$ cat src/design/i2c_master_pkg.sv
package i2c_master_pkg;

    // --------------------
    // bus timing, in system clocks
    // --------------------
    localparam int QUARTER_CYCLES = 250;  // one quarter of a data bit
    localparam int HALF_CYCLES    = 500;  // one half of start or stop
    localparam int SAMPLE_CYCLE   = 124;  // read sample, mid second quarter

    // --------------------
    // widths
    // --------------------
    localparam int BYTE_BITS     = 8;
    localparam int CNT_WIDTH     = 9;     // holds HALF_CYCLES - 1
    localparam int BIT_CNT_WIDTH = $clog2(BYTE_BITS);
    localparam int QTR_WIDTH     = 2;     // quarter index within a symbol

    typedef logic [BYTE_BITS-1:0] byte_t;

    // one symbol on the bus
    // start and stop run two halves, all others four quarters
    typedef enum logic [2:0] {
        SYM_START = 3'd0,
        SYM_STOP  = 3'd1,
        SYM_WRITE = 3'd2,  // released for 1, pulled low for 0
        SYM_READ  = 3'd3,  // sda released, also the slave ack slot
        SYM_NACK  = 3'd4   // master nack, high driven in the scl high quarters
    } sym_kind_t;

endpackage

$ cat src/design/i2c_symbol_if.sv
`timescale 1ns/1ps

interface i2c_symbol_if import i2c_master_pkg::*; ();

    // sequencer to engine
    logic      sym_go;      // one cycle, starts a symbol
    sym_kind_t sym_kind;
    logic      sym_bit;     // write value, valid with sym_go
    logic      bus_idle;    // selects idle levels while no symbol runs

    // engine to sequencer
    logic      sym_done;    // last cycle of the running symbol
    logic      sym_sample;  // sda seen by the latest read symbol

    modport sequencer (
        output sym_go,
        output sym_kind,
        output sym_bit,
        output bus_idle,
        input  sym_done,
        input  sym_sample
    );

    modport engine (
        input  sym_go,
        input  sym_kind,
        input  sym_bit,
        input  bus_idle,
        output sym_done,
        output sym_sample
    );

endinterface

$ cat src/design/i2c_symbol_engine.sv
`timescale 1ns/1ps

module i2c_symbol_engine import i2c_master_pkg::*; (
    input  logic clk,
    input  logic reset,
    i2c_symbol_if.engine sym,
    input  logic sda_in,   // sda as seen on the pad
    output logic scl,
    output logic sda_oe,
    output logic sda_out
);

    logic                 busy;
    logic [CNT_WIDTH-1:0] cnt;       // clocks within the quarter
    logic [QTR_WIDTH-1:0] qtr;       // quarter, or half for start/stop
    sym_kind_t            kind_q;
    logic                 bit_q;
    logic                 half_sym;
    logic [CNT_WIDTH-1:0] cnt_last;
    logic [QTR_WIDTH-1:0] qtr_last;
    logic                 cnt_wrap;
    logic                 sample_now;
    logic [2:0]           lvl_next;  // {scl, sda_oe, sda_out}

    // line levels for one quarter of a symbol
    function automatic logic [2:0] sym_levels(
        input sym_kind_t            kind,
        input logic                 bit_val,
        input logic [QTR_WIDTH-1:0] q
    );
        logic       scl_hi;
        logic [2:0] lv;
        scl_hi = (q == QTR_WIDTH'(1)) || (q == QTR_WIDTH'(2));  // low, high, high, low
        case (kind)
            SYM_START: lv = {~q[0], 2'b10};   // sda low, then scl falls
            SYM_STOP:  lv = {1'b1, 1'b1, q[0]};  // sda rises under scl high
            SYM_WRITE: lv = bit_val ? {scl_hi, 2'b00} : {scl_hi, 2'b10};
            SYM_NACK: begin
                if (q == '0) begin
                    lv = {scl_hi, 2'b10};
                end else if (scl_hi) begin
                    lv = {scl_hi, 2'b11};     // driven high while scl is high
                end else begin
                    lv = {scl_hi, 2'b00};
                end
            end
            default:   lv = {scl_hi, 2'b00};  // read, released
        endcase
        return lv;
    endfunction

    assign half_sym = (kind_q == SYM_START) || (kind_q == SYM_STOP);
    assign cnt_last = half_sym ? CNT_WIDTH'(HALF_CYCLES - 1) : CNT_WIDTH'(QUARTER_CYCLES - 1);
    assign qtr_last = half_sym ? QTR_WIDTH'(1) : QTR_WIDTH'(3);
    assign cnt_wrap = (cnt == cnt_last);

    assign sym.sym_done = busy && cnt_wrap && (qtr == qtr_last);

    assign sample_now = busy && (kind_q == SYM_READ) && (qtr == QTR_WIDTH'(1))
                        && (cnt == CNT_WIDTH'(SAMPLE_CYCLE));

    // --------------------
    // quarter timer
    // --------------------
    always_ff @(posedge clk or posedge reset) begin
        if (reset) begin
            busy <= 1'b0;
            cnt  <= '0;
            qtr  <= '0;
        end else if (sym.sym_go) begin
            busy <= 1'b1;
            cnt  <= '0;
            qtr  <= '0;
        end else if (busy) begin
            if (cnt_wrap) begin
                cnt <= '0;
                if (qtr == qtr_last) begin
                    busy <= 1'b0;  // symbol ends
                end else begin
                    qtr <= qtr + 1'b1;
                end
            end else begin
                cnt <= cnt + 1'b1;
            end
        end
    end

    // symbol payload and read sample
    always_ff @(posedge clk) begin
        if (sym.sym_go) begin
            kind_q <= sym.sym_kind;
            bit_q  <= sym.sym_bit;
        end
        if (sample_now) begin
            sym.sym_sample <= sda_in;
        end
    end

    // --------------------
    // line levels
    // --------------------
    // the launch cycle already shows the first quarter of the new symbol,
    // so back to back symbols leave no gap on the lines
    always_comb begin
        if (busy) begin
            lvl_next = sym_levels(kind_q, bit_q, qtr);
        end else if (sym.sym_go) begin
            lvl_next = sym_levels(sym.sym_kind, sym.sym_bit, '0);
        end else begin
            lvl_next = {sym.bus_idle, 2'b11};  // sda driven high when parked
        end
    end

    always_ff @(posedge clk or posedge reset) begin
        if (reset) begin
            {scl, sda_oe, sda_out} <= 3'b111;  // idle bus
        end else begin
            {scl, sda_oe, sda_out} <= lvl_next;
        end
    end

endmodule

$ cat src/flat_wrapper.sv
// flat-port wrapper written by rule: the top's interface ports become plain ports
module i2c_symbol_engine_flat import i2c_master_pkg::*;
  (clk, reset, sda_in, scl, sda_oe, sda_out, sym_sym_go, sym_sym_kind, sym_sym_bit, sym_bus_idle, sym_sym_done, sym_sym_sample);
  i2c_symbol_if sym_i ();
  input  logic clk;
  input  logic reset;
  input  logic sda_in;
  output logic scl;
  output logic sda_oe;
  output logic sda_out;
  input wire logic [$bits(sym_i.sym_go)-1:0] sym_sym_go;
  input wire logic [$bits(sym_i.sym_kind)-1:0] sym_sym_kind;
  input wire logic [$bits(sym_i.sym_bit)-1:0] sym_sym_bit;
  input wire logic [$bits(sym_i.bus_idle)-1:0] sym_bus_idle;
  output wire logic [$bits(sym_i.sym_done)-1:0] sym_sym_done;
  output wire logic [$bits(sym_i.sym_sample)-1:0] sym_sym_sample;
  assign sym_i.sym_go = sym_sym_go;
  assign sym_i.sym_kind = sym_sym_kind;
  assign sym_i.sym_bit = sym_sym_bit;
  assign sym_i.bus_idle = sym_bus_idle;
  assign sym_sym_done = sym_i.sym_done;
  assign sym_sym_sample = sym_i.sym_sample;
  i2c_symbol_engine u_core (.clk(clk), .reset(reset), .sym(sym_i), .sda_in(sda_in), .scl(scl), .sda_oe(sda_oe), .sda_out(sda_out));
endmodule
$ cat config.mk
export PLATFORM = sky130hd
export DESIGN_NAME = i2c_symbol_engine_flat
export DESIGN_NICKNAME = d
export VERILOG_FILES = /design/src/design/i2c_master_pkg.sv /design/src/design/i2c_symbol_if.sv /design/src/design/i2c_symbol_engine.sv /design/src/flat_wrapper.sv
export SDC_FILE = /design/constraint.sdc
export NUM_CORES = 1
export LEC_CHECK = 0
export BUFFER_PORTS_ARGS = -buffer_cell sky130_fd_sc_hd__buf_2
export CAP_MARGIN = 15
export CORE_MARGIN = 3
export CORE_UTILIZATION = 35
export DETAILED_ROUTE_END_ITERATION = 10
export GPL_TIMING_DRIVEN = 0
export PLACE_DENSITY_LB_ADDON = 0.25
export SYNTH_ARGS = -nofsm -noshare
export SYNTH_HDL_FRONTEND = slang
export SYNTH_SLANG_ARGS = --single-unit
$ cat constraint.sdc
create_clock -name clk -period 3.2 [get_ports clk]
set_input_delay 0.32 -clock clk [delete_from_list [all_inputs] [get_ports clk]]
set_output_delay 0.32 -clock clk [all_outputs]
set_load 0.05 [all_outputs]
After elaboration in Yosys (flattened, before gate mapping):

Cells that the tools add are included.
W data, S select, Z words.

* output and inout port bits: 5
* logic and storage cells: 60
* bits of input ports: 9
* register bits: 20

* equality and inequality tests: 13
* reductions and logical operators: 14
* mux-type cells: 21
* bitwise logic cells: 1
* add/sub/neg operators: 2

Operators by type and width (count)
* $mux W9: 4
* $mux W2: 7
* $mux W3: 4
* $pmux W3 S4: 1
* $add A9 B1 Y9 const B: 1
* $eq A3 B2 Y1 const B: 3
* $eq A9 B7 Y1 const B: 1
* $eq A9 B9 Y1: 1
* $pmux W3 S3: 1
* $eq A3 B1 Y1 const B: 2
* $eq A3 B3 Y1 const B: 2
* $logic_not A3 Y1: 2
* $logic_and A1 B1 Y1: 5
* $mux W1: 4
* $reduce_bool A2 Y1: 2
* $reduce_and A3 Y1: 1
* $add A2 B1 Y2 const B: 1
* $eq A2 B1 Y1 const B: 1
* $eq A2 B2 Y1: 1
* $eq A2 B2 Y1 const B: 1
* $logic_not A2 Y1: 1
* $logic_or A1 B1 Y1: 2
* $ne A2 B2 Y1 const B: 1
* $reduce_or A2 Y1: 1
* $not A1 Y1: 1

Logic depth before layout (Yosys ltp):

Gate-level depths: netlist of the first run.

* depth after elaboration: 8
* depth in mapped cells: 5

Least setup slack after synthesis of the first run:

No wires, ideal clock.

* path type: register to output
* from: reg u_core.kind_q[2]
* to: out sym_sym_done
* cell stages (with the launch flop): 6
* path slack: 1183 ps
* data arrival time: 1697 ps
* required time: 2880 ps
* cell sequence: edfxtp_1 > buf_6 > nor4b_2 > a22o_4 > nand3_1 > nor2_1

* cells in the longest elaborated chain, start to end: 6
* elaborated cells on any way between the ends: 9

RTL lines
* from (decl): RTL line i2c_symbol_engine.sv:16 `sym_kind_t kind_q;`
* from (signal assigned): RTL line i2c_symbol_engine.sv:91 `kind_q <= sym.sym_kind;`
* $eq A3 B1 Y1 / $logic_not A3 Y1 (equally long branches): RTL line i2c_symbol_engine.sv:52 `assign half_sym = (kind_q == SYM_START) || (kind_q == SYM_STOP);`
* $logic_or A1 B1 Y1 (*): RTL line i2c_symbol_engine.sv:52
* $mux W9: RTL line i2c_symbol_engine.sv:53 `assign cnt_last = half_sym ? CNT_WIDTH'(HALF_CYCLES - 1) : CNT_WIDTH'(QUARTER_CYCLES - 1);`
* $eq A9 B9 Y1: RTL line i2c_symbol_engine.sv:55 `assign cnt_wrap = (cnt == cnt_last);`
* $logic_and A1 B1 Y1: RTL line i2c_symbol_engine.sv:57 `assign sym.sym_done = busy && cnt_wrap && (qtr == qtr_last);`
* $logic_and A1 B1 Y1 (*): RTL line i2c_symbol_engine.sv:57
* to (decl): RTL line flat_wrapper.sv:15 `output wire logic [$bits(sym_i.sym_done)-1:0] sym_sym_done;`

Every way passes the cells marked *; elsewhere a longest branch is shown, timed or not.

Final worst setup path of the first run:

* from: reg u_core.kind_q[1]
* to: out sym_sym_done

Same word-level chain as after synthesis.

==> metrics.cfg, run 1 <==
[synthesis]
ys_seq_area_share_pct = 47.8
yosys_warnings = 0
yosys.area_share.adder_pct = 4.52
ys_ff_latch = 20
synth_xor_area_share_pct = 6.33
synthSimpleGateAreaFrac_pct = 21.4
synth_cell_type_count = 40
synth_mux_area_share_pct = 1.02
netlist_area_um2 = 1110
syn_nets = 120
synth_top_family_by_area = simple AND/OR/NAND/NOR gates
synth_compound_area_share_pct = 15.3
syn_area_per_cell_um2 = 10.3
synth_cells = 107

[finish]
fin_area_um2 = 1250
final_cell_mix = 17 x nor2_1, 13 x buf_2, 12 x dfrtp_1, 7 x nand2_1, 6 x inv_1
diodes = 0
mostFrequentLayoutCell = nor2_1
drive_above_1_share_pct = 22.6
syn2layout_area_growth_pct = 13.0
nets = 138

[worst_setup_path]
critPathTopFamily = simple AND/OR/NAND/NOR gates
crit_slowest_cell = edfxtp_1
worst-path-buf-inv = 1
ff2ff_setup_slack_ns = 1.58
endpoint_kind = output port
start_kind = flop
required_ns = 2.88
arrival_ns = 1.87
crit_chain = nor4b_2, a22o_4, nand3_1, nor2_1, buf_2
path_class = reg -> out
path_max_fanout = 6
cpPeakStageDelay_ns = 0.52

[floorplan]
fp.dieH_um = 62.2
dieArea_um2 = 3870
rows = 19
die_w_um = 62.2
initial_utilization_pct = 38.5
io_pins = 14
core_um2 = 2880

[power]
p_leak_nw = 0.520
power.switching_uw = 123
pwr-share-comb_pct = 11.8
seqPwrFrac_pct = 60.7
clock_power_share_pct = 27.5
vdd_drop_max_uv = 123
swShare_pct = 26.4
power_density_nw_per_um2 = 373
p_int_uw = 344

[drt]
drt_iter0_drc = 28
routed-via-count = 840
wl_per_cell_um = 13.2
ant_nets = 0
drt_wl_total_mm = 2.20
drc_errors = 0
vias_per_cell = 5.06
firstDrtPassIters = 4

[flow_run]
maxCapViolCount = 0

[placed_design]
gp_congestion = 0.816
portBuffers = 13
placed_cell_area_um2 = 1220
hpwl_mm = 1.62

[global_route]
top_usage_layer = met2
use_met2_pct = 20.8
use_met1_pct = 14.4
globalRouteTotalUtil_pct = 12.3
grt_antenna_before_repair = 0
grt_start_max_net_pins = 16
grt_pass1_wl_mm = 3.82
use_met3_pct = 2.34
grt_remaining_overflow = 0
grt_pass1_vias = 876

[timing]
max_freq_mhz = 456
relSlewSlack_pct = 62.3
slew_violations = 0
hold_violations = 0
clock_skew_ns = 0.0116
setup_violations = 0
period_needed_ns = 2.19
tightest_slew_ns = 0.564
rsz0062_at_grt = no
fin_setup_tns_ns = 0
finalCritPeriodShare_pct = 68.5

[clock_tree]
ctsRootBufferMaster = clkbuf_4
cts_setup_buffers = 0
cts_htree_levels = 1
hold_buffers = 0
worstSkewPairLatency_ns = 0.31
ctsResizeCount = 0
clk_pin_slew_ns = 0.12
cts_tree = built
clock-sinks = 20
clockBufferDepth = 2
cts_buffers = 3

[worst_hold_path]
hp-class = in -> async

[status]
outcome = finished clean

synthesized netlist by cell type, drive strengths merged:
library cell,instances,area [um2]
nor2,17,63.8
dfrtp,12,300
nand2,7,26.3
inv,6,22.5
a21oi,5,28.8
edfxtp,5,150
xor2,5,43.8
ha,4,50.1
nand3,4,20.0
nor3,4,20.0
dfstp,3,78.8
nand4b,3,26.3
o31ai,3,22.5
xnor2,3,26.3
clkbuf,2,7.51
nor4b,2,23.8
o21ai,2,10.0
a211o,1,8.76
a211oi,1,7.51
a21o,1,15.0
a22o,1,17.5
a31o,1,8.76
a31oi,1,6.26
a41o,1,11.3
and2,1,6.26
and4,1,8.76
buf,1,11.3
mux2,1,11.3
nand4,1,6.26
nor2b,1,6.26
nor3b,1,12.5
o2111ai,1,8.76
o211a,1,10.0
o21a,1,7.51
o22ai,1,6.26
or2,1,8.76
or2b,1,7.51
path summary, 6_finish.rpt:
check,endpoint,depth (start not counted),from
hold / removal,u_core.qtr[1]$_DFFE_PP0P_,2,reset
hold reg to reg,u_core.sda_oe$_DFF_PP1_,3,u_core.bit_q$_DFFE_PP_
max in group asynchronous,u_core.cnt[2]$_DFFE_PP0P_,2,reset
setup / recovery,sym_sym_done,5,u_core.kind_q[1]$_DFFE_PP_
min in group clk,u_core.sym.sym_sample$_DFFE_PP_,1,sda_in
setup reg to reg,u_core.qtr[1]$_DFFE_PP0P_,4,u_core.kind_q[1]$_DFFE_PP_
cell families (layout without fill, tap and decap cells):
kind of cell | Yosys count | in the layout
AO/OA/AOI/OAI | 21 | 21
flip-flops | 20 | 20
XOR/XNOR | 8 | 8
buffers and inverters | 9 | 26
adder cells (fa/ha/maj) | 4 | 4
multiplexers | 1 | 1
AND/OR/NAND/NOR | 44 | 44
flip-flops by register name, summed over array words and instances, names as in the netlist:
name,flops
u_core.sym.sym_sample,1
u_core.kind_q,3
u_core.busy,1
u_core.bit_q,1
u_core.qtr,2
u_core.cnt,9
u_core.sda_out,1
u_core.scl,1
u_core.sda_oe,1
final cells by class:
class,instances,area [um2]
timing repair buffer,13,65.1
tap,42,52.6
clock buffer,4,26.3
inverter,6,22.5
multi-input combinational,78,537
buffer,3,18.8
fill,296,1630
sequential,20,529
metrics by stage:
step / utilization (%) / std cells / hold WS [ns] / worst slack [ns] / power, mW
after floorplan: - / 107 / 0.219 / 1.18 / 0.326
after global placement: 42.6 / 162 / 0.403 / 1.39 / 0.343
after detailed placement: 42.6 / 162 / 0.409 / 1.37 / 0.344
after CTS: 43.5 / 166 / 0.0559 / 1.00 / 0.473
after global routing: 43.5 / 166 / 0.0788 / 0.867 / 0.490
final: 43.5 / 166 / 0.0372 / 1.01 / 0.467
power by group through the flow:
stage | registers (mW) | clock network, mW | logic, mW
5_1_grt | 0.285 | 0.142 | 0.0625
4_1_cts | 0.283 | 0.134 | 0.0561
3_3_place_gp | 0.288 | 0 | 0.0550
6_report | 0.283 | 0.128 | 0.0552
2_1_floorplan | 0.296 | 0 | 0.0302
3_5_place_dp | 0.289 | 0 | 0.0557
layer usage:
metal | wire [um] | vias up
met5 | 0 | -
met4 | 40 | 0
met3 | 99 | 4
met2 | 1100 | 20
met1 | 955 | 398
li1 | - | 418
Power figures use the tool's default switching activity.
==> run 2, diff against run 1 <==
clock period = 2.11 ns   (was 3.2 ns; I/O delays follow)
==> metrics.cfg, run 2 (synthesis gave the netlist of run 1 again) <==
[worst_hold_path]
whs_endpoint = u_core.sym.sym_sample$_DFFE_PP_
worstHoldPathCells = 1
hp-start = sda_in
hp-class = in -> reg

[worst_setup_path]
reg2reg_to = u_core.qtr[1]$_DFFE_PP0P_
arrival_ns = 1.79
r2r_start = u_core.kind_q[1]$_DFFE_PP_
endpoint_kind = output port
path_max_fanout = 5
required_ns = 1.90
rr_worst_depth = 5
path_class = reg -> out
ff2ff_setup_slack_ns = 0.44
start_kind = flop

[clock_tree]
cts_tree = built
clk_pin_slew_ns = 0.10
worstSkewPairLatency_ns = 0.31
clock-sinks = 20
clockBufferDepth = 2
cts_buffers = 3
ctsRootBufferMaster = clkbuf_4
cts_htree_levels = 1

[timing]
slew_violations = 0
fin_ws_ns = 0.106
hold_violations = 0
fin_setup_tns_ns = 0
clock_skew_ns = 0.0111
tightest_slew_ns = 0.564
relSlewSlack_pct = 62.4
setup_violations = 0
max_freq_mhz = 499
finalCritPeriodShare_pct = 95.0
period_needed_ns = 2.00
rsz0062_at_grt = no

[global_route]
grt_pass1_vias = 879
grt_pass1_wl_mm = 3.84
grt_remaining_overflow = 0
globalRouteTotalUtil_pct = 12.3
grt_start_max_net_pins = 16
grt_antenna_before_repair = 0

[drt]
routed-via-count = 846
drt_wl_total_mm = 2.22
firstDrtPassIters = 4
vias_per_cell = 5.01
drc_errors = 0
ant_nets = 0
drt_iter0_drc = 36
wl_per_cell_um = 13.2

[finish]
drive_above_1_share_pct = 23.6
regMostFlops = u_core.cnt
diodes = 0
mostFrequentLayoutCell = nor2_1
syn2layout_area_growth_pct = 16.3
largest_register_ffs = 9
fillers = 290
fin_area_um2 = 1290
fin_cells = 169
final_cell_mix = 17 x nor2_1, 12 x buf_2, 12 x dfrtp_1, 7 x nand2_1, 6 x inv_1
nets = 141
largestRegisters = u_core.cnt (9), u_core.kind_q (3), u_core.qtr (2)

[power]
power_density_nw_per_um2 = 556
p_leak_nw = 0.535
vdd_drop_max_uv = 186
power.total_uw = 716

[placed_design]
portBuffers = 13
pre_cts_slack_ns = 0.392
hpwl_mm = 1.62
gp_congestion = 0.816
place_inst = 162
placed_cell_area_um2 = 1220

[floorplan]
initial_utilization_pct = 38.5
core_um2 = 2880
rows = 19
fp.dieH_um = 62.2
die_w_um = 62.2
dieArea_um2 = 3870
io_pins = 14

[status]
outcome = finished clean

[flow_run]
maxCapViolCount = 0

==> run 2: metrics by stage <==
stage | hold WS, ns | util [%]
2_1_floorplan | 0.110 | -
3_3_place_gp | 0.294 | 42.6
3_5_place_dp | 0.300 | 42.6
4_1_cts | 0.0644 | 43.8
5_1_grt | 0.0723 | 44.8
6_report | 0.0754 | 44.8
==> run 2: worst max-delay path by stage <==
stage                               start      endpoint  depth (start not counted)
2_1_floorplan  u_core.kind_q[2]$_DFFE_PP_  sym_sym_done                          5
3_3_place_gp   u_core.kind_q[1]$_DFFE_PP_  sym_sym_done                          5
3_5_place_dp   u_core.kind_q[1]$_DFFE_PP_  sym_sym_done                          5
4_1_cts        u_core.kind_q[1]$_DFFE_PP_  sym_sym_done                          5
5_1_grt         u_core.cnt[3]$_DFFE_PP0P_  sym_sym_done                          5
6_report        u_core.cnt[2]$_DFFE_PP0P_  sym_sym_done                          5
==> run 2: layout make-up <==
type | count | area [um2] | area share, %
buffer | 3 | 18.8 | 1.46
clock buffer | 4 | 26.3 | 2.04
tap | 42 | 52.6 | 4.08
sequential | 20 | 529 | 41.1
multi-input combinational | 78 | 546 | 42.4
timing repair buffer | 16 | 92.6 | 7.19
inverter | 6 | 22.5 | 1.75
==> run 2: per-layer routing <==
layer / up-vias / track usage (%) / share of wire, %
met3: 4 / 2.52 / 2.3
met1: 411 / 14.4 / 46
met2: 9 / 20.8 / 49
met5: - / 0 / 0
li1: 422 / - / -
met4: 0 / 7.46 / 1.8
==> run 2: critical path: stages (launching register included) <==
cell,delay [ns]
dfrtp_1,0.44
nand4b_1,0.21
nor2_1,0.31
nand3_1,0.18
nor2_1,0.15
buf_4,0.20
==> run 2: power breakdown <==
part           total, mW  switching [mW]  internal [mW]
Sequential         0.430          0.0147          0.415
Clock              0.194           0.120         0.0739
Combinational     0.0923          0.0544         0.0380
Total              0.716           0.189          0.527
==> run 2: what timing repair did <==
item / CTS / global route
setup endpoints to repair: 0 / 1
hold endpoints to repair: 12 / 0
gates resized for setup: 0 / 3
setup buffers: 0 / 2
hold buffers: 1 / 0
