$ cat config.mk
export PLATFORM = sky130hd
export DESIGN_NAME = i2c_byte_sequencer_flat
export DESIGN_NICKNAME = d
export VERILOG_FILES = /design/src/design/i2c_master_pkg.sv /design/src/design/i2c_symbol_if.sv /design/src/design/i2c_byte_sequencer.sv /design/src/flat_wrapper.sv
export SDC_FILE = /design/constraint.sdc
export NUM_CORES = 1
export LEC_CHECK = 0
export BUFFER_PORTS_ARGS = -buffer_cell sky130_fd_sc_hd__buf_2
export CAP_MARGIN = 0
export CORE_MARGIN = 2
export CORE_UTILIZATION = 54
export DETAILED_ROUTE_END_ITERATION = 12
export PLACE_DENSITY = 0.76
export SETUP_SLACK_MARGIN = 0.15
export SLEW_MARGIN = 25
export SYNTH_ARGS = -nofsm -noshare
export SYNTH_HDL_FRONTEND = slang
export SYNTH_SLANG_ARGS = --single-unit
export TNS_END_PERCENT = 30
$ cat constraint.sdc
create_clock -name clk -period 2.2 [get_ports clk]
set_clock_uncertainty 0.1 [all_clocks]
set_input_delay 0.44 -clock clk [delete_from_list [all_inputs] [get_ports clk]]
set_output_delay 0.44 -clock clk [all_outputs]
set_load 0.02 [all_outputs]
$ cat src/design/i2c_master_pkg.sv
package i2c_master_pkg;

    // --------------------
    // bus timing, in system clocks
    // --------------------
    localparam int QUARTER_CYCLES = 250;  // one quarter of a data bit
    localparam int HALF_CYCLES    = 500;  // one half of start or stop
    localparam int SAMPLE_CYCLE   = 124;  // read sample, mid second quarter

    // --------------------
    // widths
    // --------------------
    localparam int BYTE_BITS     = 8;
    localparam int CNT_WIDTH     = 9;     // holds HALF_CYCLES - 1
    localparam int BIT_CNT_WIDTH = $clog2(BYTE_BITS);
    localparam int QTR_WIDTH     = 2;     // quarter index within a symbol

    typedef logic [BYTE_BITS-1:0] byte_t;

    // one symbol on the bus
    // start and stop run two halves, all others four quarters
    typedef enum logic [2:0] {
        SYM_START = 3'd0,
        SYM_STOP  = 3'd1,
        SYM_WRITE = 3'd2,  // released for 1, pulled low for 0
        SYM_READ  = 3'd3,  // sda released, also the slave ack slot
        SYM_NACK  = 3'd4   // master nack, high driven in the scl high quarters
    } sym_kind_t;

endpackage

$ cat src/design/i2c_symbol_if.sv
`timescale 1ns/1ps

interface i2c_symbol_if import i2c_master_pkg::*; ();

    // sequencer to engine
    logic      sym_go;      // one cycle, starts a symbol
    sym_kind_t sym_kind;
    logic      sym_bit;     // write value, valid with sym_go
    logic      bus_idle;    // selects idle levels while no symbol runs

    // engine to sequencer
    logic      sym_done;    // last cycle of the running symbol
    logic      sym_sample;  // sda seen by the latest read symbol

    modport sequencer (
        output sym_go,
        output sym_kind,
        output sym_bit,
        output bus_idle,
        input  sym_done,
        input  sym_sample
    );

    modport engine (
        input  sym_go,
        input  sym_kind,
        input  sym_bit,
        input  bus_idle,
        output sym_done,
        output sym_sample
    );

endinterface

$ cat src/design/i2c_byte_sequencer.sv
`timescale 1ns/1ps

module i2c_byte_sequencer import i2c_master_pkg::*; (
    input  logic  clk,
    input  logic  reset,
    // host control
    input  logic  i2c_en,
    input  logic  i2c_start,
    input  logic  i2c_stop,
    // write side
    input  byte_t tx_data,
    output logic  tx_done,
    output logic  tx_ready,
    // read side
    output byte_t rx_data,
    output logic  rx_done,
    // symbols to the engine
    i2c_symbol_if.sequencer sym
);

    typedef enum logic [2:0] {
        ST_IDLE,
        ST_HOLD,
        ST_START,
        ST_SEND,
        ST_ACK,
        ST_RECV,
        ST_NACK,
        ST_STOP
    } seq_state_t;

    seq_state_t               state, state_next;
    logic [BIT_CNT_WIDTH-1:0] bit_cnt, bit_cnt_next;
    logic                     addr_phase, addr_phase_next;  // next byte is an address
    logic                     rw_mode, rw_mode_next;        // 1 = read
    logic                     go_next;
    sym_kind_t                kind_next;
    logic                     tx_done_next;
    logic                     tx_ready_next;
    logic                     rx_done_next;
    byte_t                    tx_shift, tx_shift_next;
    byte_t                    rx_shift, rx_shift_next;
    byte_t                    rx_data_next;
    logic                     accept_start;
    logic                     accept_stop;

    // host commands only count while tx_ready is up
    assign accept_start = tx_ready && i2c_start && !i2c_stop;
    assign accept_stop  = tx_ready && i2c_stop && !i2c_start;

    assign sym.sym_bit  = tx_shift[BYTE_BITS-1];  // msb first
    assign sym.bus_idle = (state == ST_IDLE);

    // --------------------
    // next state
    // --------------------
    always_comb begin
        state_next      = state;
        bit_cnt_next    = bit_cnt;
        addr_phase_next = addr_phase;
        rw_mode_next    = rw_mode;
        go_next         = 1'b0;
        kind_next       = sym.sym_kind;
        tx_done_next    = 1'b0;
        tx_ready_next   = 1'b0;
        rx_done_next    = 1'b0;
        tx_shift_next   = tx_shift;
        rx_shift_next   = rx_shift;
        rx_data_next    = rx_data;

        case (state)
            ST_IDLE: begin
                addr_phase_next = 1'b1;  // always start with an address
                if (i2c_en) begin
                    state_next = ST_HOLD;
                end
            end

            ST_HOLD: begin
                tx_ready_next = 1'b1;
                if (accept_start) begin
                    tx_ready_next = 1'b0;
                    tx_shift_next = tx_data;
                    bit_cnt_next  = BIT_CNT_WIDTH'(BYTE_BITS - 1);
                    go_next       = 1'b1;
                    if (addr_phase) begin
                        rw_mode_next = tx_data[0];  // r/w bit of the address
                        kind_next    = SYM_START;
                        state_next   = ST_START;
                    end else begin
                        // data byte goes out without a start
                        kind_next  = SYM_WRITE;
                        state_next = ST_SEND;
                    end
                end else if (accept_stop) begin
                    tx_ready_next = 1'b0;
                    go_next       = 1'b1;
                    kind_next     = SYM_STOP;
                    state_next    = ST_STOP;
                end
            end

            ST_START: begin
                if (sym.sym_done) begin
                    go_next    = 1'b1;
                    kind_next  = SYM_WRITE;
                    state_next = ST_SEND;
                end
            end

            ST_SEND: begin
                if (sym.sym_done) begin
                    go_next       = 1'b1;
                    tx_shift_next = {tx_shift[BYTE_BITS-2:0], 1'b0};
                    if (bit_cnt == '0) begin
                        kind_next  = SYM_READ;  // slave ack slot, never evaluated
                        state_next = ST_ACK;
                    end else begin
                        kind_next    = SYM_WRITE;
                        bit_cnt_next = bit_cnt - 1'b1;
                    end
                end
            end

            ST_ACK: begin
                if (sym.sym_done) begin
                    tx_done_next    = 1'b1;
                    addr_phase_next = 1'b0;
                    if (addr_phase && rw_mode) begin
                        // read address sent, fetch one byte
                        bit_cnt_next = BIT_CNT_WIDTH'(BYTE_BITS - 1);
                        go_next      = 1'b1;
                        kind_next    = SYM_READ;
                        state_next   = ST_RECV;
                    end else begin
                        state_next = ST_HOLD;
                    end
                end
            end

            ST_RECV: begin
                if (sym.sym_done) begin
                    go_next       = 1'b1;
                    rx_shift_next = {rx_shift[BYTE_BITS-2:0], sym.sym_sample};
                    if (bit_cnt == '0) begin
                        kind_next  = SYM_NACK;  // single byte read
                        state_next = ST_NACK;
                    end else begin
                        kind_next    = SYM_READ;
                        bit_cnt_next = bit_cnt - 1'b1;
                    end
                end
            end

            ST_NACK: begin
                if (sym.sym_done) begin
                    rx_data_next    = rx_shift;
                    rx_done_next    = 1'b1;
                    addr_phase_next = 1'b1;  // back to address phase
                    rw_mode_next    = 1'b0;
                    state_next      = ST_HOLD;
                end
            end

            ST_STOP: begin
                if (sym.sym_done) begin
                    state_next = ST_IDLE;
                end
            end

            default: begin
                state_next = ST_IDLE;
            end
        endcase
    end

    // --------------------
    // registers
    // --------------------
    always_ff @(posedge clk or posedge reset) begin
        if (reset) begin
            state        <= ST_IDLE;
            bit_cnt      <= '0;
            addr_phase   <= 1'b1;
            rw_mode      <= 1'b0;
            sym.sym_go   <= 1'b0;
            sym.sym_kind <= SYM_STOP;
            tx_done      <= 1'b0;
            tx_ready     <= 1'b0;
            rx_done      <= 1'b0;
        end else begin
            state        <= state_next;
            bit_cnt      <= bit_cnt_next;
            addr_phase   <= addr_phase_next;
            rw_mode      <= rw_mode_next;
            sym.sym_go   <= go_next;
            sym.sym_kind <= kind_next;
            tx_done      <= tx_done_next;
            tx_ready     <= tx_ready_next;
            rx_done      <= rx_done_next;
        end
    end

    always_ff @(posedge clk) begin
        tx_shift <= tx_shift_next;
        rx_shift <= rx_shift_next;
        rx_data  <= rx_data_next;
    end

endmodule

$ cat src/flat_wrapper.sv
// flat-port wrapper written by rule: the top's interface ports become plain ports
module i2c_byte_sequencer_flat import i2c_master_pkg::*;
  (clk, reset, i2c_en, i2c_start, i2c_stop, tx_data, tx_done, tx_ready, rx_data, rx_done, sym_sym_go, sym_sym_kind, sym_sym_bit, sym_bus_idle, sym_sym_done, sym_sym_sample);
  i2c_symbol_if sym_i ();
  input  logic clk;
  input  logic reset;
  input  logic i2c_en;
  input  logic i2c_start;
  input  logic i2c_stop;
  input  byte_t tx_data;
  output logic tx_done;
  output logic tx_ready;
  output byte_t rx_data;
  output logic rx_done;
  output wire logic [$bits(sym_i.sym_go)-1:0] sym_sym_go;
  output wire logic [$bits(sym_i.sym_kind)-1:0] sym_sym_kind;
  output wire logic [$bits(sym_i.sym_bit)-1:0] sym_sym_bit;
  output wire logic [$bits(sym_i.bus_idle)-1:0] sym_bus_idle;
  input wire logic [$bits(sym_i.sym_done)-1:0] sym_sym_done;
  input wire logic [$bits(sym_i.sym_sample)-1:0] sym_sym_sample;
  assign sym_sym_go = sym_i.sym_go;
  assign sym_sym_kind = sym_i.sym_kind;
  assign sym_sym_bit = sym_i.sym_bit;
  assign sym_bus_idle = sym_i.bus_idle;
  assign sym_i.sym_done = sym_sym_done;
  assign sym_i.sym_sample = sym_sym_sample;
  i2c_byte_sequencer u_core (.clk(clk), .reset(reset), .i2c_en(i2c_en), .i2c_start(i2c_start), .i2c_stop(i2c_stop), .tx_data(tx_data), .tx_done(tx_done), .tx_ready(tx_ready), .rx_data(rx_data), .rx_done(rx_done), .sym(sym_i));
endmodule
Word-level counts from Yosys, hierarchy flattened --
Index checks and enable logic that the tools add are counted. Widths: inputs -> output; s select.
Cells by class: $add $sub $neg 1, equal/unequal tests 22, muxes and demuxes 51, reduce and logical (&&, ||, !) cells 24
Operator list (number):
- $mux 3 | 25
- $pmux 3 s8 | 1
- $mux 1 | 16
- $mux 8 | 2
- $ne 2x2->1 const B | 8
- $pmux 8 s2 | 1
- $pmux 3 s5 | 1
- $eq 3x3->1 const B | 4
- $ne 2x1->1 const B | 6
- $reduce_and 10->1 | 1
- $pmux 3 s3 | 1
- $reduce_and 7->1 | 1
- $eq 3x2->1 const B | 2
- $logic_not 3->1 | 2
- $pmux 1 s3 | 2
- $reduce_and 3->1 | 2
- $reduce_and 6->1 | 1
- $reduce_bool 3->1 | 2
- $logic_and 1x1->1 | 5
- $reduce_bool 5->1 | 1
- $reduce_and 2->1 | 2
- $reduce_and 4->1 | 1
- $reduce_bool 2->1 | 2
- $eq 3x1->1 const B | 1
- other kinds (7) | 8
Word-level totals: register bits 39, output and inout port bits 17, logic and storage cells 110

Longest topological paths before layout --
Gate-level depths: netlist of run 1.
depth after elaboration 5, mapped depth 7, depth with buffers taken out 7

Least setup slack after synthesis of run 1 --
OpenSTA, ideal clock, no wires.
path kind reg-to-reg, from register u_core.state[2], to register u_core.rw_mode, library setup time 0.130 ns, data arrival time 1.660 ns, path slack 0.310 ns, cell stages (with the launch flop) 7, path buffers 1, clock period less this slack 1.890 ns, cells stage by stage dfrtp_1 -> buf_2 -> nand2_1 -> nor3b_1 -> a31oi_1 -> nand2_1 -> o21ai_0
Between the ends: cells in the longest elaborated chain, start to end 3, elaborated cells between the ends (all ways) 8, classes of those cells 5 x eq/ne; 1 x mux; 2 x reduce/logical
RTL lines:
- from (decl) | line i2c_byte_sequencer.sv:32 | seq_state_t state, state_next;
- from (signal assigned) | line i2c_byte_sequencer.sv:192 | state <= state_next;
- $eq 3x1->1 / $eq 3x3->1 (equally long branches) | line i2c_byte_sequencer.sv:71 | case (state)
- $ne 2x1->1 (no source line), or another cell as far along
- $reduce_and 4->1 (no source line)
- to (signal assigned) | line i2c_byte_sequencer.sv:195 | rw_mode <= rw_mode_next;
- to (decl) | line i2c_byte_sequencer.sv:35 | logic rw_mode, rw_mode_next;
Several ways; a longest one is shown, not always the timed one. A chain may end at the register's enable or synchronous reset.

Final worst setup path of run 1 --
from register u_core.bit_cnt[0], to register u_core.bit_cnt[1]
Between the ends: cells in the longest elaborated chain, start to end 4, elaborated cells between the ends (all ways) 7, classes of those cells 1 x add/sub; 1 x eq/ne; 3 x mux; 2 x reduce/logical
RTL lines:
- from (decl) | line i2c_byte_sequencer.sv:33 | logic [BIT_CNT_WIDTH-1:0] bit_cnt, bit_cnt_next;
- from (signal assigned) | line i2c_byte_sequencer.sv:193 | bit_cnt <= bit_cnt_next;
- $sub 3x1->3 | line i2c_byte_sequencer.sv:120, i2c_byte_sequencer.sv:150
- $mux 3 | line i2c_byte_sequencer.sv:115, i2c_byte_sequencer.sv:145
- $mux 3 | line i2c_byte_sequencer.sv:112 | if (sym.sym_done) begin
- $pmux 3 s3 | line i2c_byte_sequencer.sv:71
Several ways; a longest one is shown, not always the timed one. The select of a mux whose other input is x is not followed.

==> results.md, run 1 <==
- Max FO, Critical Path: 5
- Layout fillers: 236
- Reg2Reg Setup Slack: 300 ps
- Critical Path Source Type: flip-flop
- Fraction of registers with async set or reset after synthesis: 0.385
- Fmax: 525 MHz
- GRT Util Overall: 0.178
- Most frequent cell after synthesis: edfxtp_1
- DIE WIDTH: ~60 um
- Fin util: 0.661
- Vias per cell: between 5 and 6
- RSZ-0062 raised after global routing: false
- Clock Power Share: 0.144
- Post-synth EDFFs: 24
- Setup TNS: 0 ps
- Sw Pwr: 869 uW
- Share of the synthesized area in the top cell type: 0.409
- IO Count: 32
- Data arrival, critical path: approximately 2000 ps
- Die H: a little over 60 um
- Final layout net count: approximately 200
- Syn_nets: between 150 and 200
- Total grt overflow: 0
- Max IR drop VDD: around 0.00058 V
- Share of layout cells above drive strength 1: 0.341
- First-pass GRT wire length: slightly below 5 mm
- DR iter-0 viols: 53
- Primary FF master, synth: edfxtp_1
- Routed len/inst: 13.0 um
- Outcome: complete, no violations
- DRC Markers: 0
- Root buffer cell: clkbuf_4
- Post-synth top area cell: edfxtp_1
- Max Cap Violations: 0
- Fin crit share: 0.866
- Slew Limit Fails: 0
- CTS tree: yes
- Initial Util: 0.573
- Kind of end point of the critical path: flip-flop
- Reg-to-reg startpoint: u_core.bit_cnt[0]$_DFFE_PP0P_
- Initial antenna violation count: 0
- Die area: ~0.0037 sq mm
- Commonest cells post-synth: 24 x edfxtp_1, 16 x nand2_1, 13 x dfrtp_1
- Largest net degree at the start of global routing: 21
- Synthesis Warnings: 0
- Synth cell types: 41
- Worst setup path startpoint: u_core.bit_cnt[0]$_DFFE_PP0P_
- Synth-to-layout area growth: 15.3%
- Vias: around 1200
- Clk sink count: 39
- Class of the worst hold path: in -> async
- Fin. Hold Viols: 0
- Metal3 WL: roughly 200 um
- Register bit total from synthesis: 39
- Clock Latency Late Sink: 340 ps
- Number of setup buffers added after CTS: 0
- Antenna cell count: 0
- Top layer in use: met4
- Switching share of power: 0.364
- Top post-synthesis cells by area: edfxtp_1 41%, dfrtp_1 18%, mux2_2 5.1%, nand2_1 3.4%, dfstp_2 3.0%
- Placer Congestion: roughly 0.91
- H-tree levels: 2
- Final Setup Violations: 0
- Gate power share: 0.397
- Required time of the critical path: about 2300 ps
- DP Wirelength: roughly 2.1 mm
- Std-Cell Rows: 20
- Max Buffers Root-to-Sink: 2
- Seq pwr share: 0.459
- Internal power: between 1500 and 2000 uW
- Rel. slew slack: 0.621
- Register area share after synthesis: 0.623
- Mean Syn Cell Area: ~12 sq um
- Fin crit period: roughly 1900 ps
- Leak pwr: roughly 0.00086 uW
- Routed met1 length: 1.24 mm
- DR pass1 iterations: 4
- Clock-pin slew on the worst setup and hold paths: between 100 and 150 ps
- Core area: ~0.003 sq mm
- Power per cell area: roughly 1200 mW/mm^2
- DRT Wirelength: approximately 3 mm
- Routed Antenna Nets: 0
- Total CTS buffers: 5
- IO Port Bufs: 31
- Crit Path Class: reg -> reg
- Worst slew pin tran: ~570 ps
- Mapped cell area: about 0.0018 sq mm
- WL met2: 1.47 mm
- Vias in the first global route: about 1100
- Post-synthesis cell count: about 140
## placed cells by master, fill, tap and decap left out, types with 2 or more instances in the layout
cell	n
buf_2	31
edfxtp_1	24
nand2_1	16
dfrtp_1	12
nor2_1	9
inv_1	8
mux2_2	8
a21oi_1	7
buf_4	6
clkbuf_4	5
nand2b_1	4
o21ai_0	4
nor2b_1	3
o21ai_1	3
o21a_1	3
a211oi_2	2
mux2_1	2
and3_1	2
nand3b_1	2
nor3_1	2
nand3_1	2
a211oi_1	2
ha_1	2
dfstp_2	2
## path summary, 6_finish.rpt
check | endpoint | depth (start not counted)
hold reg to reg | u_core.rx_data[7]$_DFFE_PP_ | 0
setup reg to reg | u_core.bit_cnt[1]$_DFFE_PP0P_ | 7
setup / recovery | u_core.bit_cnt[1]$_DFFE_PP0P_ | 7
hold / removal | u_core.state[1]$_DFFE_PP0P_ | 2
min in group clk | u_core.rx_shift[0]$_DFFE_PP_ | 1
max in group asynchronous | u_core.state[2]$_DFFE_PP0P_ | 2
## layout make-up
type / instances / area (sq um) / area share
Multi-Input combinational cell: 90 / 594 / 0.292
Clock buffer: 6 / 41.3 / 0.0203
Clock inverter: 2 / 12.5 / 0.00615
Inverter: 8 / 30.0 / 0.0148
Sequential cell: 39 / 1100 / 0.541
Timing Repair Buffer: 37 / 200 / 0.0985
Tap cell: 44 / 55.1 / 0.0271
## power by group through the flow
stage               Combinational, uW  Clock [uW]  Sequential, uW
floorplan                         712           0            1120
global placement                  930           0            1100
detailed placement                949           0            1110
CTS                               953         360            1090
global route                     1040         385            1120
finish                            948         344            1100
## cell families after synthesis
group | count (synthesis) | synth area share
AOI/OAI and AO/OA | 29 | 0.114
xor gates and xnor gates | 1 | 0.00497
adders and majority gates | 2 | 0.0142
buffers and inverters | 15 | 0.0397
DFF | 39 | 0.623
muxes | 11 | 0.0696
and+or+nand+nor | 47 | 0.135
## routing by layer
layer  GRT usage  up-vias
li1            -      586
met1       0.222      557
met2       0.301       45
met3      0.0483        4
met4      0.0590        0
met5           0        -
## worst max-delay path, stage by stage (launching register included)
cell and delay [ps]:
dfrtp_1 390, inv_1 80, ha_1 200, nor2b_1 190, o21ai_1 140, o21ai_1 80
a211oi_2 260, mux2_1 350
## flip-flops by register name, summed over array words and instances, names as in the netlist
register,flops
u_core.addr_phase,1
u_core.bit_cnt,3
u_core.rw_mode,1
u_core.rx_data,8
u_core.rx_done,1
u_core.rx_shift,8
u_core.state,3
u_core.sym.sym_go,1
u_core.sym.sym_kind,3
u_core.tx_done,1
u_core.tx_ready,1
u_core.tx_shift,8
## metrics by stage
stage	area (sq um)	total power (uW)	setup slack [ps]	hold slack [ps]	instances
finish	2030	2390	295	34.1	226
global placement	1980	2030	316	308	218
detailed placement	1980	2060	235	307	218
floorplan	1760	1830	310	240	144
CTS	2030	2410	253	47.4	226
global route	2030	2550	217	77.7	226
## timing repair
action	CTS	global route
endpoints found under the setup margin	0	1
hold endpoints to repair	0	0
gates resized for setup	0	1
hold buffers	0	0
(Power assumes the default switching activity.)
==> run 2: changes to the inputs <==
--- a/config.mk
+++ b/config.mk
@@ -7,7 +7,6 @@
 export LEC_CHECK = 0
 export BUFFER_PORTS_ARGS = -buffer_cell sky130_fd_sc_hd__buf_2
 export CAP_MARGIN = 0
-export CORE_MARGIN = 2
 export CORE_UTILIZATION = 54
 export DETAILED_ROUTE_END_ITERATION = 12
 export PLACE_DENSITY = 0.76
==> results.md, run 2 (synthesis gave the netlist of run 1 again) <==
- Fin crit period: between 1500 and 2000 ps
- Fin. Hold Viols: 0
- Fin util: 0.672
- IO Port Bufs: 31
- Required time of the critical path: 2340 ps
- Clk sink count: 39
- Core area: around 0.003 sq mm
- Max Cap Violations: 0
- Routed len/inst: approximately 14 um
- Crit-path slowest cell: dfrtp_1
- Initial Util: 0.573
- Antenna cell count: 0
- Gr busiest metal: met2
- Final instance area: about 0.0021 sq mm
- Pre-CTS WS: approximately 250 ps
- Crit path largest cell delay: 390 ps
- Number of setup buffers added after CTS: 0
- Crit-path most repeated cell: o21ai_1
- GR Util met1: 0.242
- Crit Path Class: reg -> reg
- Worst slew pin tran: between 500 and 600 ps
- Die H: 59.1 um
- Leak pwr: between 0.0008 and 0.0009 uW
- Max IR drop VDD: 0.000649 V
- Dpl cells: ~220
- Rel. slew slack: 0.609
- Initial antenna violation count: 0
- Root buffer cell: clkbuf_4
- Final Setup Violations: 0
- Vias: ~1200
- Die area: approximately 0.0035 sq mm
- Routed Antenna Nets: 0
- Largest net degree at the start of global routing: 18
- Outcome: complete, no violations
- Total CTS buffers: 5
- DRT Wirelength: between 3 and 4 mm
- GRT Util Overall: 0.215
- H-tree levels: 2
- Fin cells: 227
- Fin crit share: 0.865
- Synth-to-layout area growth: 17.2%
- Max Buffers Root-to-Sink: 2
- Setup TNS: 0 ps
- Share of layout cells above drive strength 1: 0.344
- Std-Cell Rows: 20
- Critical Path Source Type: flip-flop
- Critical-path cell list: inv_1, ha_1, nor2b_1, o21ai_1, o21ai_1, a211oi_2, mux2_1
- Clock Latency Late Sink: roughly 350 ps
- Class of the worst hold path: in -> async
- M2 GR Usage: 0.372
- CTS tree: yes
- Placer Congestion: slightly below 0.9
- Total grt overflow: 0
- Data arrival, critical path: 2040 ps
- First-pass GRT wire length: 5.28 mm
- Clock-pin slew on the worst setup and hold paths: 120 ps
- DR iter-0 viols: 53
- Fmax: around 530 MHz
- Placed cell area: 0.00199 sq mm
- DP Wirelength: between 2 and 2.5 mm
- Final worst slack: just under 300 ps
- Grt met3 use: 0.0786
- RSZ-0062 raised after global routing: false
- # resized after CTS: 0
- IO Count: 32
- Commonest non-fill, non-tap cell in the layout: buf_2
- Max FO, Critical Path: 5
- DRC Markers: 0
- Hold_buf cts: 0
- DR pass1 iterations: 4
- Final layout net count: 199
- Most frequent cells in the layout: 31 x buf_2, 24 x edfxtp_1, 16 x nand2_1
- Vias per cell: between 5 and 6
- Kind of end point of the critical path: flip-flop
- Vias in the first global route: 1158
- Slew Limit Fails: 0
- Power per cell area: ~1200 mW/mm^2
- Layout fillers: 231
- Largest registers: u_core.rx_data: 8 flops, u_core.rx_shift: 8 flops, u_core.tx_shift: 8 flops
- DIE WIDTH: between 50 and 60 um
-- run 2: cell types whose count changed in the layout (fill, tap and decap cells not counted), sizes merged --
cell / previous run / this run
clkinv: 1 / 2
clkinvlp: 1 / 0
buf: 37 / 38
bufinv: 0 / 1
clkbuf: 6 / 5
-- run 2: path summary, 6_finish.rpt --
kind / from / to / slack, ps / depth (start not counted)
setup / recovery: u_core.bit_cnt[0]$_DFFE_PP0P_ / u_core.bit_cnt[1]$_DFFE_PP0P_ / 300 / 7
hold / removal: reset / u_core.state[1]$_DFFE_PP0P_ / 30 / 2
setup reg to reg: u_core.bit_cnt[0]$_DFFE_PP0P_ / u_core.bit_cnt[1]$_DFFE_PP0P_ / 300 / 7
hold reg to reg: u_core.rx_shift[7]$_DFFE_PP_ / u_core.rx_data[7]$_DFFE_PP_ / 350 / 0
max in group asynchronous: reset / u_core.rw_mode$_DFFE_PP0P_ / 1590 / 2
min in group clk: sym_sym_sample / u_core.rx_shift[0]$_DFFE_PP_ / 170 / 1
-- run 2: power breakdown --
part / switching, uW / internal, uW
logic: 584 / 427
clock network: 237 / 239
registers: 101 / 982
total: 923 / 1650
-- run 2: per-stage QoR --
| stage | hold slack, ps | total power [uW] |
|---|---|---|
| 6_report | 30.5 | 2570 |
| 3_3_place_gp | 310 | 2050 |
| 3_5_place_dp | 307 | 2090 |
| 2_1_floorplan | 240 | 1830 |
| 5_1_grt | 72.5 | 2720 |
| 4_1_cts | 44.8 | 2580 |
-- run 2: cell type report --
| type | instances | area (sq um) | share of cell area |
|---|---|---|---|
| Sequential cell | 39 | 1100 | 0.531 |
| Timing Repair Buffer | 38 | 208 | 0.100 |
| Tap cell | 44 | 55.1 | 0.0266 |
| Inverter | 8 | 30.0 | 0.0145 |
| Clock inverter | 3 | 43.8 | 0.0212 |
| Clock buffer | 5 | 37.5 | 0.0182 |
| Multi-Input combinational cell | 90 | 594 | 0.288 |
-- run 2: layer usage --
metal	wire length [um]	up-vias
met3	211	5
met5	0	-
met1	1330	596
li1	-	584
met4	51	0
met2	1620	45
-- run 2: worst max-delay path: cells and delay by family, from the launching register on --
family                   cells  cell delay, ps
AO/OA/AOI/OAI                3             480
adder cells (fa/ha/maj)      1             200
buffers and inverters        1              70
flip-flops                   1             390
multiplexers                 1             360
AND/OR/NAND/NOR              1             180
